File: src/source/spi_char_pkg.sv
package spi_char_pkg;

    // widest character the link carries
    localparam int CHAR_NBITS_DEF = 16;

    typedef struct packed {
        logic                      done; // one cycle at end of char
        logic [CHAR_NBITS_DEF-1:0] data; // unused high bits are 0
    } char_status_t;

endpackage

File: src/source/spi_cfg_pkg.sv
package spi_cfg_pkg;

    // smallest divider the slave synchronizer can follow
    localparam logic [7:0] CLK_DIV_MIN = 8'd3;

    typedef struct packed {
        logic       enable;
        logic       cpol;     // sck idle level
        logic       cpha;     // 1: sample on trailing edge
        logic       rev;      // 1: msb first
        logic       tx_only;  // master keeps old rx data
        logic [3:0] char_len; // bits minus one
    } spi_mode_t;

    typedef struct packed {
        spi_mode_t  mode;
        logic [7:0] clk_div;  // sck half period is clk_div+1 clocks
    } spi_cfg_t;

    typedef enum logic [1:0] {
        REG_MODE,
        REG_DIV,
        REG_MTX,              // master transmit char
        REG_STX               // slave transmit char, starts a transfer
    } reg_addr_e;

endpackage
File: src/source/spi_link_top.sv
module spi_link_top #(
    parameter int CHAR_NBITS = spi_char_pkg::CHAR_NBITS_DEF
) (
    input  logic                       S_CHAR_GO,
    input  logic                       S_RESETN,
    input  logic                       cfg_wr,
    input  spi_cfg_pkg::reg_addr_e     cfg_addr,
    input  logic [15:0]                cfg_wdata,
    output logic                       sck,
    output logic                       mosi,
    output logic                       miso,
    output logic                       ss_n,
    output logic                       busy,
    output spi_char_pkg::char_status_t master_status,
    output spi_char_pkg::char_status_t slave_status
);

    spi_cfg_pkg::spi_cfg_t  cfg;
    logic [CHAR_NBITS-1:0]  master_tx;
    logic [CHAR_NBITS-1:0]  slave_tx;
    logic                   go;

    spi_cfg_regs #(
        .CHAR_NBITS(CHAR_NBITS)
    ) regs0 (
        .S_CHAR_GO (S_CHAR_GO),
        .S_RESETN  (S_RESETN),
        .cfg_wr    (cfg_wr),
        .cfg_addr  (cfg_addr),
        .cfg_wdata (cfg_wdata),
        .cfg       (cfg),
        .master_tx (master_tx),
        .slave_tx  (slave_tx),
        .go        (go)
    );

    spi_master_engine #(
        .CHAR_NBITS(CHAR_NBITS)
    ) master0 (
        .S_CHAR_GO (S_CHAR_GO),
        .S_RESETN  (S_RESETN),
        .cfg       (cfg),
        .tx_char   (master_tx),
        .go        (go),
        .miso      (miso),
        .sck       (sck),
        .mosi      (mosi),
        .ss_n      (ss_n),
        .busy      (busy),
        .status    (master_status)
    );

    // slave sees the same mode the registers hold
    spi_slave_engine #(
        .CHAR_NBITS(CHAR_NBITS)
    ) slave0 (
        .S_CHAR_GO (S_CHAR_GO),
        .S_RESETN  (S_RESETN),
        .mode      (cfg.mode),
        .tx_char   (slave_tx),
        .sck       (sck),
        .mosi      (mosi),
        .ss_n      (ss_n),
        .miso      (miso),
        .status    (slave_status)
    );

endmodule

File: src/source/spi_slave_engine.sv
module spi_slave_engine #(
    parameter int CHAR_NBITS = spi_char_pkg::CHAR_NBITS_DEF
) (
    input  logic                       S_CHAR_GO,
    input  logic                       S_RESETN,
    input  spi_cfg_pkg::spi_mode_t     mode,
    input  logic [CHAR_NBITS-1:0]      tx_char,
    input  logic                       sck,
    input  logic                       mosi,
    input  logic                       ss_n,
    output logic                       miso,
    output spi_char_pkg::char_status_t status
);

    localparam int IW = $clog2(CHAR_NBITS);
    localparam int SW = spi_char_pkg::CHAR_NBITS_DEF;

    typedef struct packed {
        logic sck;
        logic ss_n;
    } lines_t;

    lines_t                 sync1;
    lines_t                 sync2;
    lines_t                 prev;      // edge reference
    spi_cfg_pkg::spi_mode_t mode_q;
    logic                   active;
    logic [IW-1:0]          idx;
    logic [IW-1:0]          idx_first;
    logic [IW-1:0]          idx_next;
    logic [CHAR_NBITS-1:0]  tx_q;
    logic [CHAR_NBITS-1:0]  rx_sh;
    logic [CHAR_NBITS-1:0]  rx_q;
    logic                   ss_fall;
    logic                   ss_rise;
    logic                   sck_edge;
    logic                   leading;
    logic                   done_q;

    assign ss_fall   = prev.ss_n & ~sync2.ss_n;
    assign ss_rise   = ~prev.ss_n & sync2.ss_n;
    assign sck_edge  = active & (sync2.sck ^ prev.sck);
    assign leading   = sync2.sck ^ mode_q.cpol;         // moving away from idle
    assign idx_first = mode.rev ? IW'(mode.char_len) : '0;
    assign idx_next  = mode_q.rev ? idx - 1'b1 : idx + 1'b1;

    assign status.done = done_q;
    assign status.data = SW'(rx_q);

    always_ff @(posedge S_CHAR_GO or negedge S_RESETN) begin
        if (!S_RESETN) begin
            sync1  <= '{sck: 1'b0, ss_n: 1'b1};
            sync2  <= '{sck: 1'b0, ss_n: 1'b1};
            prev   <= '{sck: 1'b0, ss_n: 1'b1};
            mode_q <= '0;
            active <= 1'b0;
            miso   <= 1'b1;
            idx    <= '0;
            tx_q   <= '0;
            rx_sh  <= '0;
            rx_q   <= '0;
            done_q <= 1'b0;
        end else begin
            sync1  <= '{sck: sck, ss_n: ss_n};
            sync2  <= sync1;
            prev   <= sync2;
            done_q <= 1'b0;
            if (ss_fall) begin
                active <= 1'b1;
                mode_q <= mode;
                tx_q   <= tx_char;
                rx_sh  <= '0;
                idx    <= idx_first;
                if (!mode.cpha) begin
                    miso <= tx_char[idx_first];  // present before first edge
                end
            end else if (ss_rise && active) begin
                active <= 1'b0;
                miso   <= 1'b1;
                rx_q   <= rx_sh;
                done_q <= 1'b1;
            end else if (sck_edge) begin
                if (leading ^ mode_q.cpha) begin
                    rx_sh[idx] <= mosi;
                end else begin
                    miso <= mode_q.cpha ? tx_q[idx] : tx_q[idx_next];
                end
                if (!leading) begin
                    idx <= idx_next;
                end
            end
        end
    end

endmodule

File: src/source/spi_master_engine.sv
module spi_master_engine #(
    parameter int CHAR_NBITS = spi_char_pkg::CHAR_NBITS_DEF
) (
    input  logic                       S_CHAR_GO,
    input  logic                       S_RESETN,
    input  spi_cfg_pkg::spi_cfg_t      cfg,
    input  logic [CHAR_NBITS-1:0]      tx_char,
    input  logic                       go,
    input  logic                       miso,
    output logic                       sck,
    output logic                       mosi,
    output logic                       ss_n,
    output logic                       busy,
    output spi_char_pkg::char_status_t status
);

    localparam int IW = $clog2(CHAR_NBITS);
    localparam int SW = spi_char_pkg::CHAR_NBITS_DEF;

    spi_cfg_pkg::spi_mode_t mode_q;
    logic [7:0]             div_q;
    logic [7:0]             div_cnt;
    logic [5:0]             half_cnt;
    logic [5:0]             half_last;
    logic [IW-1:0]          idx;
    logic [IW-1:0]          idx_first;
    logic [IW-1:0]          idx_next;
    logic [CHAR_NBITS-1:0]  tx_q;
    logic [CHAR_NBITS-1:0]  rx_sh;
    logic [CHAR_NBITS-1:0]  rx_q;
    logic                   sck_q;
    logic                   tick;
    logic                   leading;
    logic                   done_q;

    assign idx_first = cfg.mode.rev ? IW'(cfg.mode.char_len) : '0;
    assign idx_next  = mode_q.rev ? idx - 1'b1 : idx + 1'b1;
    assign tick      = busy && (div_cnt == div_q);
    assign leading   = ~half_cnt[0];                       // odd edges lead
    assign half_last = {1'b0, mode_q.char_len, 1'b0} + 6'd2; // hold after last edge

    // idle level follows the live mode
    assign sck = ss_n ? cfg.mode.cpol : sck_q;

    assign status.done = done_q;
    assign status.data = SW'(rx_q);

    always_ff @(posedge S_CHAR_GO or negedge S_RESETN) begin
        if (!S_RESETN) begin
            busy     <= 1'b0;
            ss_n     <= 1'b1;
            sck_q    <= 1'b0;
            mosi     <= 1'b0;
            mode_q   <= '0;
            div_q    <= '0;
            div_cnt  <= '0;
            half_cnt <= '0;
            idx      <= '0;
            tx_q     <= '0;
            rx_sh    <= '0;
            rx_q     <= '0;
            done_q   <= 1'b0;
        end else begin
            done_q <= 1'b0;
            if (go && !busy) begin
                busy     <= 1'b1;
                ss_n     <= 1'b0;
                mode_q   <= cfg.mode;
                div_q    <= cfg.clk_div;
                tx_q     <= tx_char;
                rx_sh    <= '0;
                idx      <= idx_first;
                sck_q    <= cfg.mode.cpol;
                div_cnt  <= '0;
                half_cnt <= '0;
                if (!cfg.mode.cpha) begin
                    mosi <= tx_char[idx_first];  // first bit with ss_n
                end
            end else if (busy) begin
                if (!tick) begin
                    div_cnt <= div_cnt + 1'b1;
                end else begin
                    div_cnt  <= '0;
                    half_cnt <= half_cnt + 1'b1;
                    if (half_cnt == half_last) begin
                        busy   <= 1'b0;
                        ss_n   <= 1'b1;
                        done_q <= 1'b1;
                        if (!mode_q.tx_only) begin
                            rx_q <= rx_sh;
                        end
                    end else begin
                        sck_q <= ~sck_q;
                        if (leading ^ mode_q.cpha) begin
                            rx_sh[idx] <= miso;      // sample edge
                        end else begin
                            mosi <= mode_q.cpha ? tx_q[idx] : tx_q[idx_next];
                        end
                        if (!leading) begin
                            idx <= idx_next;
                        end
                    end
                end
            end
        end
    end

endmodule

File: src/source/spi_cfg_regs.sv
module spi_cfg_regs #(
    parameter int CHAR_NBITS = spi_char_pkg::CHAR_NBITS_DEF
) (
    input  logic                   S_CHAR_GO,
    input  logic                   S_RESETN,
    input  logic                   cfg_wr,
    input  spi_cfg_pkg::reg_addr_e cfg_addr,
    input  logic [15:0]            cfg_wdata,
    output spi_cfg_pkg::spi_cfg_t  cfg,
    output logic [CHAR_NBITS-1:0]  master_tx,
    output logic [CHAR_NBITS-1:0]  slave_tx,
    output logic                   go
);

    localparam int MODE_W = $bits(spi_cfg_pkg::spi_mode_t);

    logic       mtx_wr;
    logic       stx_wr;
    logic [7:0] div_wr;

    assign mtx_wr = cfg_wr && (cfg_addr == spi_cfg_pkg::REG_MTX);
    assign stx_wr = cfg_wr && (cfg_addr == spi_cfg_pkg::REG_STX);

    // saturate wide values, raise small ones to the minimum
    assign div_wr = (|cfg_wdata[15:8]) ? 8'hff :
                    (cfg_wdata[7:0] < spi_cfg_pkg::CLK_DIV_MIN) ? spi_cfg_pkg::CLK_DIV_MIN :
                    cfg_wdata[7:0];

    always_ff @(posedge S_CHAR_GO or negedge S_RESETN) begin
        if (!S_RESETN) begin
            cfg.mode.enable   <= 1'b0;
            cfg.mode.cpol     <= 1'b0;
            cfg.mode.cpha     <= 1'b0;
            cfg.mode.rev      <= 1'b1;                // msb first
            cfg.mode.tx_only  <= 1'b0;
            cfg.mode.char_len <= 4'(CHAR_NBITS - 1);  // full width char
            cfg.clk_div       <= spi_cfg_pkg::CLK_DIV_MIN;
            go                <= 1'b0;
        end else begin
            go <= stx_wr && cfg.mode.enable;          // pulse one cycle after write
            if (cfg_wr) begin
                case (cfg_addr)
                    spi_cfg_pkg::REG_MODE:
                        cfg.mode <= spi_cfg_pkg::spi_mode_t'(cfg_wdata[MODE_W-1:0]);
                    spi_cfg_pkg::REG_DIV:
                        cfg.clk_div <= div_wr;
                    default: ;
                endcase
            end
        end
    end

    always_ff @(posedge S_CHAR_GO) begin
        if (mtx_wr) begin
            master_tx <= cfg_wdata[CHAR_NBITS-1:0];
        end
        if (stx_wr) begin
            slave_tx <= cfg_wdata[CHAR_NBITS-1:0];
        end
    end

endmodule

File: config.mk
export PLATFORM = sky130hd
export DESIGN_NAME = spi_link_top
export DESIGN_NICKNAME = d
export VERILOG_FILES = /design/src/source/spi_char_pkg.sv /design/src/source/spi_cfg_pkg.sv /design/src/source/spi_link_top.sv /design/src/source/spi_slave_engine.sv /design/src/source/spi_master_engine.sv /design/src/source/spi_cfg_regs.sv
export SDC_FILE = /design/constraint.sdc
export NUM_CORES = 1
export LEC_CHECK = 0
export ABC_AREA = 1
export ABC_CLOCK_PERIOD_IN_PS = 1850
export BUFFER_PORTS_ARGS = -buffer_cell sky130_fd_sc_hd__buf_4
export CORE_MARGIN = 3
export CORE_UTILIZATION = 50
export DETAILED_ROUTE_END_ITERATION = 16
export GPL_TIMING_DRIVEN = 0
export PLACE_DENSITY = 0.71
export SETUP_SLACK_MARGIN = 0.4
export SLEW_MARGIN = 20
export SYNTH_ARGS = -nofsm -noshare
export SYNTH_HDL_FRONTEND = slang
export SYNTH_SLANG_ARGS = --single-unit
File: constraint.sdc
create_clock -name S_CHAR_GO -period 1.85 [get_ports S_CHAR_GO]
set_input_delay 0.37 -clock S_CHAR_GO [delete_from_list [all_inputs] [get_ports S_CHAR_GO]]
set_output_delay 0.37 -clock S_CHAR_GO [all_outputs]
set_load 0.05 [all_outputs]
== Word-level counts from Yosys, hierarchy flattened ==
Cells that the tools add are included.

* Register bits: 200
* Input port bits: 21

* $lt $le $gt $ge: 8
* Multiplexer cells: 81
* Reductions and logical operators: 33
* $add $sub $neg: 7
* Equal/unequal tests: 12
* Bitwise gates (word level): 14

{| class="wikitable"
|+ Operators with widths
! kind !! number
|-
| 16-bit 2-to-1 mux || 9
|-
| 4-bit 2-to-1 mux || 12
|-
| 1-bit 2-to-1 mux || 42
|-
| 8-bit 2-to-1 mux || 5
|-
| 16-bit bitwise mux || 2
|-
| 4-bit by 5-bit < comparator with 1-bit output, second input constant || 5
|-
| 1-bit binary-select mux with 4-bit select || 6
|-
| 6-bit 2-to-1 mux || 3
|-
| 2-bit nonzero test || 8
|-
| 3-bit AND reduction || 5
|-
| 5-bit AND reduction || 2
|-
| 4-bit by 1-bit adder with 4-bit output, second input constant || 2
|-
| 8-bit by 1-bit adder with 8-bit output, second input constant || 1
|-
| 1-bit demux with 4-bit select || 2
|-
| 8-bit == test || 1
|-
| 4-bit by 1-bit greater-or-equal comparator with 1-bit output, second input constant || 2
|-
| 1-bit logical AND || 8
|-
| 8-bit by 2-bit < comparator with 1-bit output, second input constant || 1
|-
| 2-bit by 1-bit != test with 1-bit output, second input constant || 4
|-
| 2-bit AND reduction || 4
|-
| 4-bit AND reduction || 2
|-
| 8-bit OR reduction || 1
|-
| 4-bit by 1-bit subtractor with 4-bit output, second input constant || 2
|-
| 1-bit inverter || 7
|-
| other kinds (12) || 19
|}

== Depth between registers and ports, before layout ==
Gate-level depths: netlist of the first run.

* Word-level depth: 10
* Depth in mapped cells: 13
* Gate-level depth less buffers: 13

== Hierarchy ==
Synthesis of the first run repeated with hierarchy kept, for this count alone.

* Cell total of the unflattened synthesis: 1290
* Area total of the unflattened synthesis: 10108.4 sq um

{| class="wikitable"
|+ By module, submodules not included
! module !! instances !! sequential area each (sq um) !! cells an instance !! area each (sq um)
|-
| spi_master_engine || 1 || 2153.3 || 683 || 4903.5
|-
| spi_slave_engine || 1 || 1606.5 || 470 || 3415.8
|-
| spi_cfg_regs || 1 || 1420.1 || 137 || 1789.2
|}

== Worst setup path after synthesis of the first run ==
OpenSTA, ideal clock, no wires.

* Kind: in2reg
* Start point: input port cfg_addr[1]
* End point: register regs0.slave_tx[0], enable pin
* Arrival time: 1.622 ns
* Path buffers: 0
* Setup slack: -0.183 ns
* Required time: 1.439 ns
* Cell stages on the path: 2
* Path through: inv_1 -> nor3_1

* Cells in the longest elaborated chain, start to end: 2

{| class="wikitable"
|+ Ends and longest elaborated chain
! item !! RTL line !! text
|-
| start: declaration || spi_link_top.sv:7 || <nowiki>input spi_cfg_pkg::reg_addr_e cfg_addr,</nowiki>
|-
| 2-bit == test || spi_cfg_regs.sv:22 || <nowiki>assign stx_wr = cfg_wr && (cfg_addr == spi_cfg_pkg::REG_STX);</nowiki>
|-
| 1-bit logical AND || spi_cfg_regs.sv:22 ||
|-
| via regs0.stx_wr || spi_cfg_regs.sv:18 || <nowiki>logic stx_wr;</nowiki>
|-
| end signal: assignment || spi_cfg_regs.sv:58 || <nowiki>slave_tx <= cfg_wdata[CHAR_NBITS-1:0];</nowiki>
|-
| end: declaration || spi_cfg_regs.sv:11 || <nowiki>output logic [CHAR_NBITS-1:0] slave_tx,</nowiki>
|}

The timed path passes the listed nets, and every way through them passes these cells.
A chain may end at the register's enable or synchronous reset.

== Final worst setup path of the first run ==
* Start point: register master0.div_cnt[1]
* End point: register master0.idx[2]

* Cells in the longest elaborated chain, start to end: 4

{| class="wikitable"
|+ Ends and longest elaborated chain
! item !! RTL line !! text
|-
| start: declaration || spi_master_engine.sv:22 || <nowiki>logic [7:0] div_cnt;</nowiki>
|-
| start signal: assignment || spi_master_engine.sv:81 || <nowiki>div_cnt <= div_cnt + 1'b1;</nowiki>
|-
| 8-bit == test || spi_master_engine.sv:38 || <nowiki>assign tick = busy && (div_cnt == div_q);</nowiki>
|-
| 1-bit logical AND || spi_master_engine.sv:38 ||
|-
| 2-bit nonzero test (no source line) || n/a ||
|-
| 4-bit AND reduction (no source line) || n/a ||
|-
| end signal: assignment || spi_master_engine.sv:72 || <nowiki>idx <= idx_first;</nowiki>
|-
| end signal: assignment || spi_master_engine.sv:100 || <nowiki>idx <= idx_next;</nowiki>
|-
| end: declaration || spi_master_engine.sv:25 || <nowiki>logic [IW-1:0] idx;</nowiki>
|}

Every way passes these cells.

==> impl_metrics.ini, run 1 <==
[outcome]
outcome = finished with violations
violations = negative setup slack

[sta]
post-route-period-util_pct = 102
worst_slack_ps = -45.2
worst_pin_slew_ps = 785
rsz0062_at_grt = true
final_hold_viol_count = 0
setup_viol = 12
fin_crit_ps = 1900
fin_skew_ps = 6.13
slew_viol_final = 0
hold_slack_ps = 116
clock.fmax_ghz = 0.528
relSlewSlack_pct = 47.5

[placement]
portBuffers = 59
gp_congestion = 0.895
hpwl_mm = 16.9
dp.cells = 1566

[synth]
seq_area_frac_synth_pct = 52.2
synth_nets = 1275
synth_top_area_share_pct = 39.3
ys_types = 38
synthCells = 1245
yosysWarningCount = 0
ys_top_cells_by_area = dfrtp_1 (39%), nand2_1 (15%), edfxtp_1 (9.7%)
syn_area_sq_um = 9920
synth_area_leader_cell = dfrtp_1
syn_avg_cell_area_sq_um = 7.97
ys_ff_latch = 200

[clock_network]
clkLatencyLatePin_ps = 440
cts_sinks = 200
cts.path.max_buffers = 2
cts_buffers = 17
clk_pin_slew_worst_paths_ps = 70
h-tree-depth = 4
cts_root_buf = clkbuf_16
cts_tree = done

[route]
drc_errors = 0
ant_nets = 0
vias = 9253
routedWlPerCell_microns = 17.3
drt-vias-per-instance = 5.47
firstDrtPassIters = 6
first_iter_violations = 786
wl_mm = 29.4

[global_route]
grt_pass1_vias = 8338
antenna_found_initial = 0
grt_pass1_wl_mm = 42.3
grtUsageTotal_pct = 24.0
grt_overflow = 0
grt_max_degree = 99

[setup_path]
r2r_setup_slack_ps = -50
path_class = reg -> reg
start_kind = flop
required_ps = 2190
r2r_start = master0.div_cnt[1]$_DFFE_PN0P_
cp-end-kind = flop
r2r_cells = 9
critPathArrivalTime_ps = 2230
r2r_end = master0.idx[2]$_DFFE_PN0P_
path_max_fanout = 6

[layout]
drive_gt1_share_pct = 34.9
nets = 1450
n_fill_cell = 1321
seq_area_sq_um = 5190
n_antenna_cell = 0
multiInputGateArea_sq_um = 5040
layout_commonest_cell = nand2_1
final_cell_mix = nand2_1 (309), inv_1 (154), dfrtp_1 (150)
layout.cells.non_filler = 1693
syn_to_final_growth_pct = 40.5

[power_and_ir_drop]
vdd_drop_max_uv = 846
clockPowerShare_pct = 17.7
cellLeakagePower_nw = 6.85
power_density_nw_per_um2 = 1490
swShare_pct = 43.5
p_int_w = 0.0118
switchingPower_w = 0.00905
p_seq_share_pct = 30.6
p_comb_share_pct = 51.7

[hold_path]
whs_path_depth = 1
holdPathEnd = regs0.slave_tx[6]$_DFFE_PP_
hp-class = in -> reg
min-delay-start = cfg_wdata[6]

[floorplan]
die-area_sq_um = 21600
rows = 50
die_y_microns = 147
ioPinCount = 60
initial_utilization_pct = 52.0
die_width_microns = 147
core_area_sq_um = 19100

[flow_run]
cap_viol_max_count = 0
## through the flow
step	cell area [sq um]	TNS, ps	setup slack, ps	util [%]	total power [W]
after floorplan	10100	0	197	-	0.0112
after CTS	12500	-739	-46.0	65.4	0.0182
after global placement	10900	-88630	-738	57.0	0.0128
after detailed placement	10900	-1680	-80.8	57.3	0.0130
final	13900	-227	-45.2	73.1	0.0208
after global routing	13900	-4090	-141	73.1	0.0220
## cells in the mapped netlist, drive strengths merged
cell and n:
xnor2 10, edfxtp 32, mux2 1, nor3 10
fa 2, dfstp 12, nand2 392, a32o 1
dfrtp 156, nand4 35, a32oi 2, o22ai 3
or2 1, nand3 101, nor2 74, nor4 1
o21ai 151, a31oi 6, clkbuf 26, xor2 9
o211ai 4, inv 170, a21o 1, ha 7
buf 28, a21oi 8, and2 2
## power groups by stage
stage | sequential (W) | clock, W | combinational [W]
3_5_place_dp | 0.00634 | 0 | 0.00667
5_1_grt | 0.00645 | 0.00392 | 0.0116
4_1_cts | 0.00626 | 0.00372 | 0.00820
2_1_floorplan | 0.00637 | 0 | 0.00484
6_report | 0.00636 | 0.00369 | 0.0108
3_3_place_gp | 0.00630 | 0 | 0.00651
## routing by layer
| metal | vias to the layer above | GRT usage [%] | share of wire (%) |
|---|---|---|---|
| li1 | 4366 | - | - |
| met1 | 4451 | 33.6 | 42 |
| met2 | 368 | 39.0 | 50 |
| met3 | 68 | 4.50 | 6.1 |
| met4 | 0 | 5.83 | 2.2 |
| met5 | - | 0 | 0 |
## layout make-up
cell class                      instances  share of cell area [%]
Clock inverter                         14                    1.02
Buffer                                 54                    3.93
Tap cell                              260                    2.33
Multi-Input combinational cell        822                    36.2
Inverter                              170                    4.72
Clock buffer                           18                    3.08
Sequential cell                       200                    37.2
Timing Repair Buffer                  155                    11.6
## worst max-delay path, cell delays in order, from the launching register on
cell     delay, ps
dfrtp_1        430
xnor2_1        160
nand2_1        100
nor2_4         140
nand3_4        140
buf_6          150
o21ai_4        290
nand2_1        190
nand2_1        120
nand2_1         50
## sequential cells by signal, summed over array words and instances (netlist names), 2 cells and up
| signal | flops |
|---|---|
| slave0.rx_sh | 16 |
| slave0.sync1 | 2 |
| slave0.idx | 4 |
| master0.rx_sh | 16 |
| slave0.rx_q | 16 |
| regs0.cfg | 17 |
| master0.tx_q | 16 |
| slave0.mode_q | 3 |
| master0.div_q | 8 |
| regs0.slave_tx | 16 |
| master0.half_cnt | 6 |
| regs0.master_tx | 16 |
| master0.rx_q | 16 |
| master0.idx | 4 |
| slave0.prev | 2 |
| slave0.tx_q | 16 |
| slave0.sync2 | 2 |
| master0.mode_q | 7 |
| master0.div_cnt | 8 |
## cell families (layout without fill, tap and decap cells)
group                      Yosys count  count (layout)  share of synthesized area [%]
AOI/OAI and AO/OA                  176             176                           9.29
buffers and inverters              224             411                           9.29
adders and majority gates            9               9                           1.29
DFF                                200             200                           52.2
and+or+nand+nor                    616             617                           26.1
muxes                                1               1                          0.113
xor gates and xnor gates            19              19                           1.68
## how the worst max path moves through the flow
stage | startpoint | to | slack, ps | cells after the start
2_1_floorplan | master0.mode_q[0]$_DFFE_PN0P_ | master0.rx_sh[11]$_DFFE_PN0P_ | 200 | 12
4_1_cts | master0.mode_q[0]$_DFFE_PN0P_ | master0.rx_q[11]$_DFFE_PN0P_ | -50 | 11
6_report | master0.div_cnt[1]$_DFFE_PN0P_ | master0.idx[2]$_DFFE_PN0P_ | -50 | 9
5_1_grt | master0.div_cnt[0]$_DFFE_PN0P_ | master0.rx_q[11]$_DFFE_PN0P_ | -140 | 9
3_3_place_gp | S_RESETN | master0.busy$_DFF_PN0_ | -740 | 1
3_5_place_dp | master0.mode_q[0]$_DFFE_PN0P_ | master0.rx_q[11]$_DFFE_PN0P_ | -80 | 11
## what timing repair did
action                                  4_1_cts  5_1_grt
endpoints found under the setup margin      128      145
hold endpoints to repair                      2        0
buffers inserted                             39       38
hold buffers                                  1        0
gates resized for setup                     188      316
pin swaps                                    49       73
cloned                                        8        9
Note: power is estimated with default switching activity, not from simulation.
==> run 2: changes to the inputs <==
--- a/config.mk
+++ b/config.mk
@@ -6,13 +6,13 @@
 export NUM_CORES = 1
 export LEC_CHECK = 0
 export ABC_AREA = 1
-export ABC_CLOCK_PERIOD_IN_PS = 1850
+export ABC_CLOCK_PERIOD_IN_PS = 2200
 export BUFFER_PORTS_ARGS = -buffer_cell sky130_fd_sc_hd__buf_4
 export CORE_MARGIN = 3
-export CORE_UTILIZATION = 50
+export CORE_UTILIZATION = 45
 export DETAILED_ROUTE_END_ITERATION = 16
 export GPL_TIMING_DRIVEN = 0
-export PLACE_DENSITY = 0.71
+export PLACE_DENSITY = 0.65
 export SETUP_SLACK_MARGIN = 0.4
 export SLEW_MARGIN = 20
 export SYNTH_ARGS = -nofsm -noshare
==> constraint.sdc (replaced) <==
create_clock -name S_CHAR_GO -period 2.2 [get_ports S_CHAR_GO]
set_input_delay 0.44 -clock S_CHAR_GO [delete_from_list [all_inputs] [get_ports S_CHAR_GO]]
set_output_delay 0.44 -clock S_CHAR_GO [all_outputs]
set_load 0.05 [all_outputs]
==> impl_metrics.ini, run 2 (same netlist as run 1, synthesis figures left out) <==
[outcome]
outcome = finished, final reports clean

[route]
routedWlPerCell_microns = 14.6
drc_errors = 0
vias = 8519
firstDrtPassIters = 5
drt-vias-per-instance = 5.19
ant_nets = 0
wl_mm = 24.0
first_iter_violations = 667

[global_route]
grt_max_degree = 74
grt_pass1_vias = 7844
grt_pass1_wl_mm = 39.7
grt_overflow = 0
grtUsageTotal_pct = 20.3
antenna_found_initial = 0

[placement]
dp.cells = 1581
hpwl_mm = 16.9
gp_congestion = 0.895
portBuffers = 59
dpl_cell_area_sq_um = 10800

[sta]
worst_pin_slew_ps = 837
tns_ps = 0
fin_skew_ps = 16.4
clock.fmax_ghz = 0.536
slew_viol_final = 0
rsz0062_at_grt = true
final_hold_viol_count = 0
fin_crit_ps = 1860
relSlewSlack_pct = 43.7
hold_slack_ps = 198
setup_viol = 0
post-route-period-util_pct = 84.7

[layout]
layout_commonest_cell = nand2_1
n_fill_cell = 1970
regMostFlops = regs0.cfg
n_antenna_cell = 0
finalInstanceArea_sq_um = 12100
layout.cells.non_filler = 1640
largest_register_ffs = 17
syn_to_final_growth_pct = 21.9
drive_gt1_share_pct = 19.4
nets = 1382
final_cell_mix = nand2_1 (363), inv_1 (164), dfrtp_1 (151)

[setup_path]
start_kind = flop
r2r_setup_slack_ps = 340
crit_slowest_cell = dfrtp_1
path_class = reg -> reg
path_max_fanout = 6
crit_family = simple AND/OR/NAND/NOR gates
cpPeakStageDelay_ps = 420
required_ps = 2580
critPathArrivalTime_ps = 2250
cp_cell_sequence = ha_4 -> inv_2 -> nand2_2 -> nand3_2 -> nor2_2 -> nand2_2 -> buf_4 -> nor2_4 -> nand2_4 -> buf_4 -> nand4_1 -> nand2_1 -> nand2_1
cp-end-kind = flop
crit_buf_inv = 3

[floorplan]
rows = 53
core_area_sq_um = 21400
initial_utilization_pct = 46.5
die_width_microns = 155
ioPinCount = 60
die_y_microns = 155
die-area_sq_um = 23900

[power_and_ir_drop]
cellLeakagePower_nw = 6.01
p_total_w = 0.0149
power_density_nw_per_um2 = 1230
vdd_drop_max_uv = 680

[clock_network]
cts_root_buf = clkbuf_16
h-tree-depth = 4
cts_sinks = 200
cts.path.max_buffers = 2
clk_pin_slew_worst_paths_ps = 80
cts_tree = done
clkLatencyLatePin_ps = 440
cts_buffers = 17

[hold_path]
hp-class = in -> reg

[flow_run]
cap_viol_max_count = 0
[run 2: worst register-to-register path, delay by kind of cell (launching register included)]
| kind | cells | cell delay, ps |
|---|---|---|
| flip-flops | 1 | 420 |
| AND/OR/NAND/NOR | 9 | 760 |
| buffers and inverters | 3 | 350 |
| adder cells (fa/ha/maj) | 1 | 290 |
[run 2: layout make-up]
| cell class | instances | area [sq um] | share of cell area (%) |
|---|---|---|---|
| sequential | 200 | 5190 | 42.9 |
| multi-input combinational | 821 | 4210 | 34.8 |
| timing repair buffer | 88 | 783 | 6.48 |
| inverter | 170 | 646 | 5.34 |
| clock buffer | 23 | 469 | 3.88 |
| tap | 275 | 344 | 2.85 |
| buffer | 54 | 338 | 2.79 |
| clock inverter | 9 | 118 | 0.973 |
[run 2: report_power, final]
group	internal, W	switching (W)
Sequential	0.00463	0.000629
Clock	0.00176	0.00141
Combinational	0.00233	0.00416
[run 2: through the flow]
step           worst slack, ps  util [%]
2_1_floorplan              474         -
3_3_place_gp              -491      50.2
3_5_place_dp               229      50.5
4_1_cts                    391      54.5
5_1_grt                    240      56.6
6_report                   336      56.6
[run 2: per-layer routing]
metal	global-route usage, %	up-vias	share of wire [%]
li1	-	4209	-
met1	30.7	4032	49
met2	30.6	252	44
met3	2.71	26	4.9
met4	6.48	0	1.6
met5	0	-	0
[run 2: what timing repair did]
item	in CTS	in global routing
hold buffers	1	0
gates cloned	0	5
endpoints found under the setup margin	84	71
gates resized for setup	41	125
endpoints found under the hold margin	28	0
setup buffers	13	8
pin swaps	14	38
[run 2: final timing paths]
| check | start | endpoint | depth (start not counted) |
|---|---|---|---|
| worst min register to register | slave0.sync1[0]$_DFF_PN1_ | slave0.sync2[0]$_DFF_PN1_ | 0 |
| min in group asynchronous | S_RESETN | slave0.tx_q[11]$_DFFE_PN0P_ | 2 |
| worst min-delay path | cfg_wdata[6] | regs0.master_tx[6]$_DFFE_PP_ | 1 |
| worst max register to register | master0.mode_q[1]$_DFFE_PN0P_ | master0.rx_sh[13]$_DFFE_PN0P_ | 13 |
| worst max-delay path | master0.mode_q[1]$_DFFE_PN0P_ | master0.rx_sh[13]$_DFFE_PN0P_ | 13 |
| max in group asynchronous | S_RESETN | regs0.cfg[8]$_DFFE_PN1P_ | 4 |
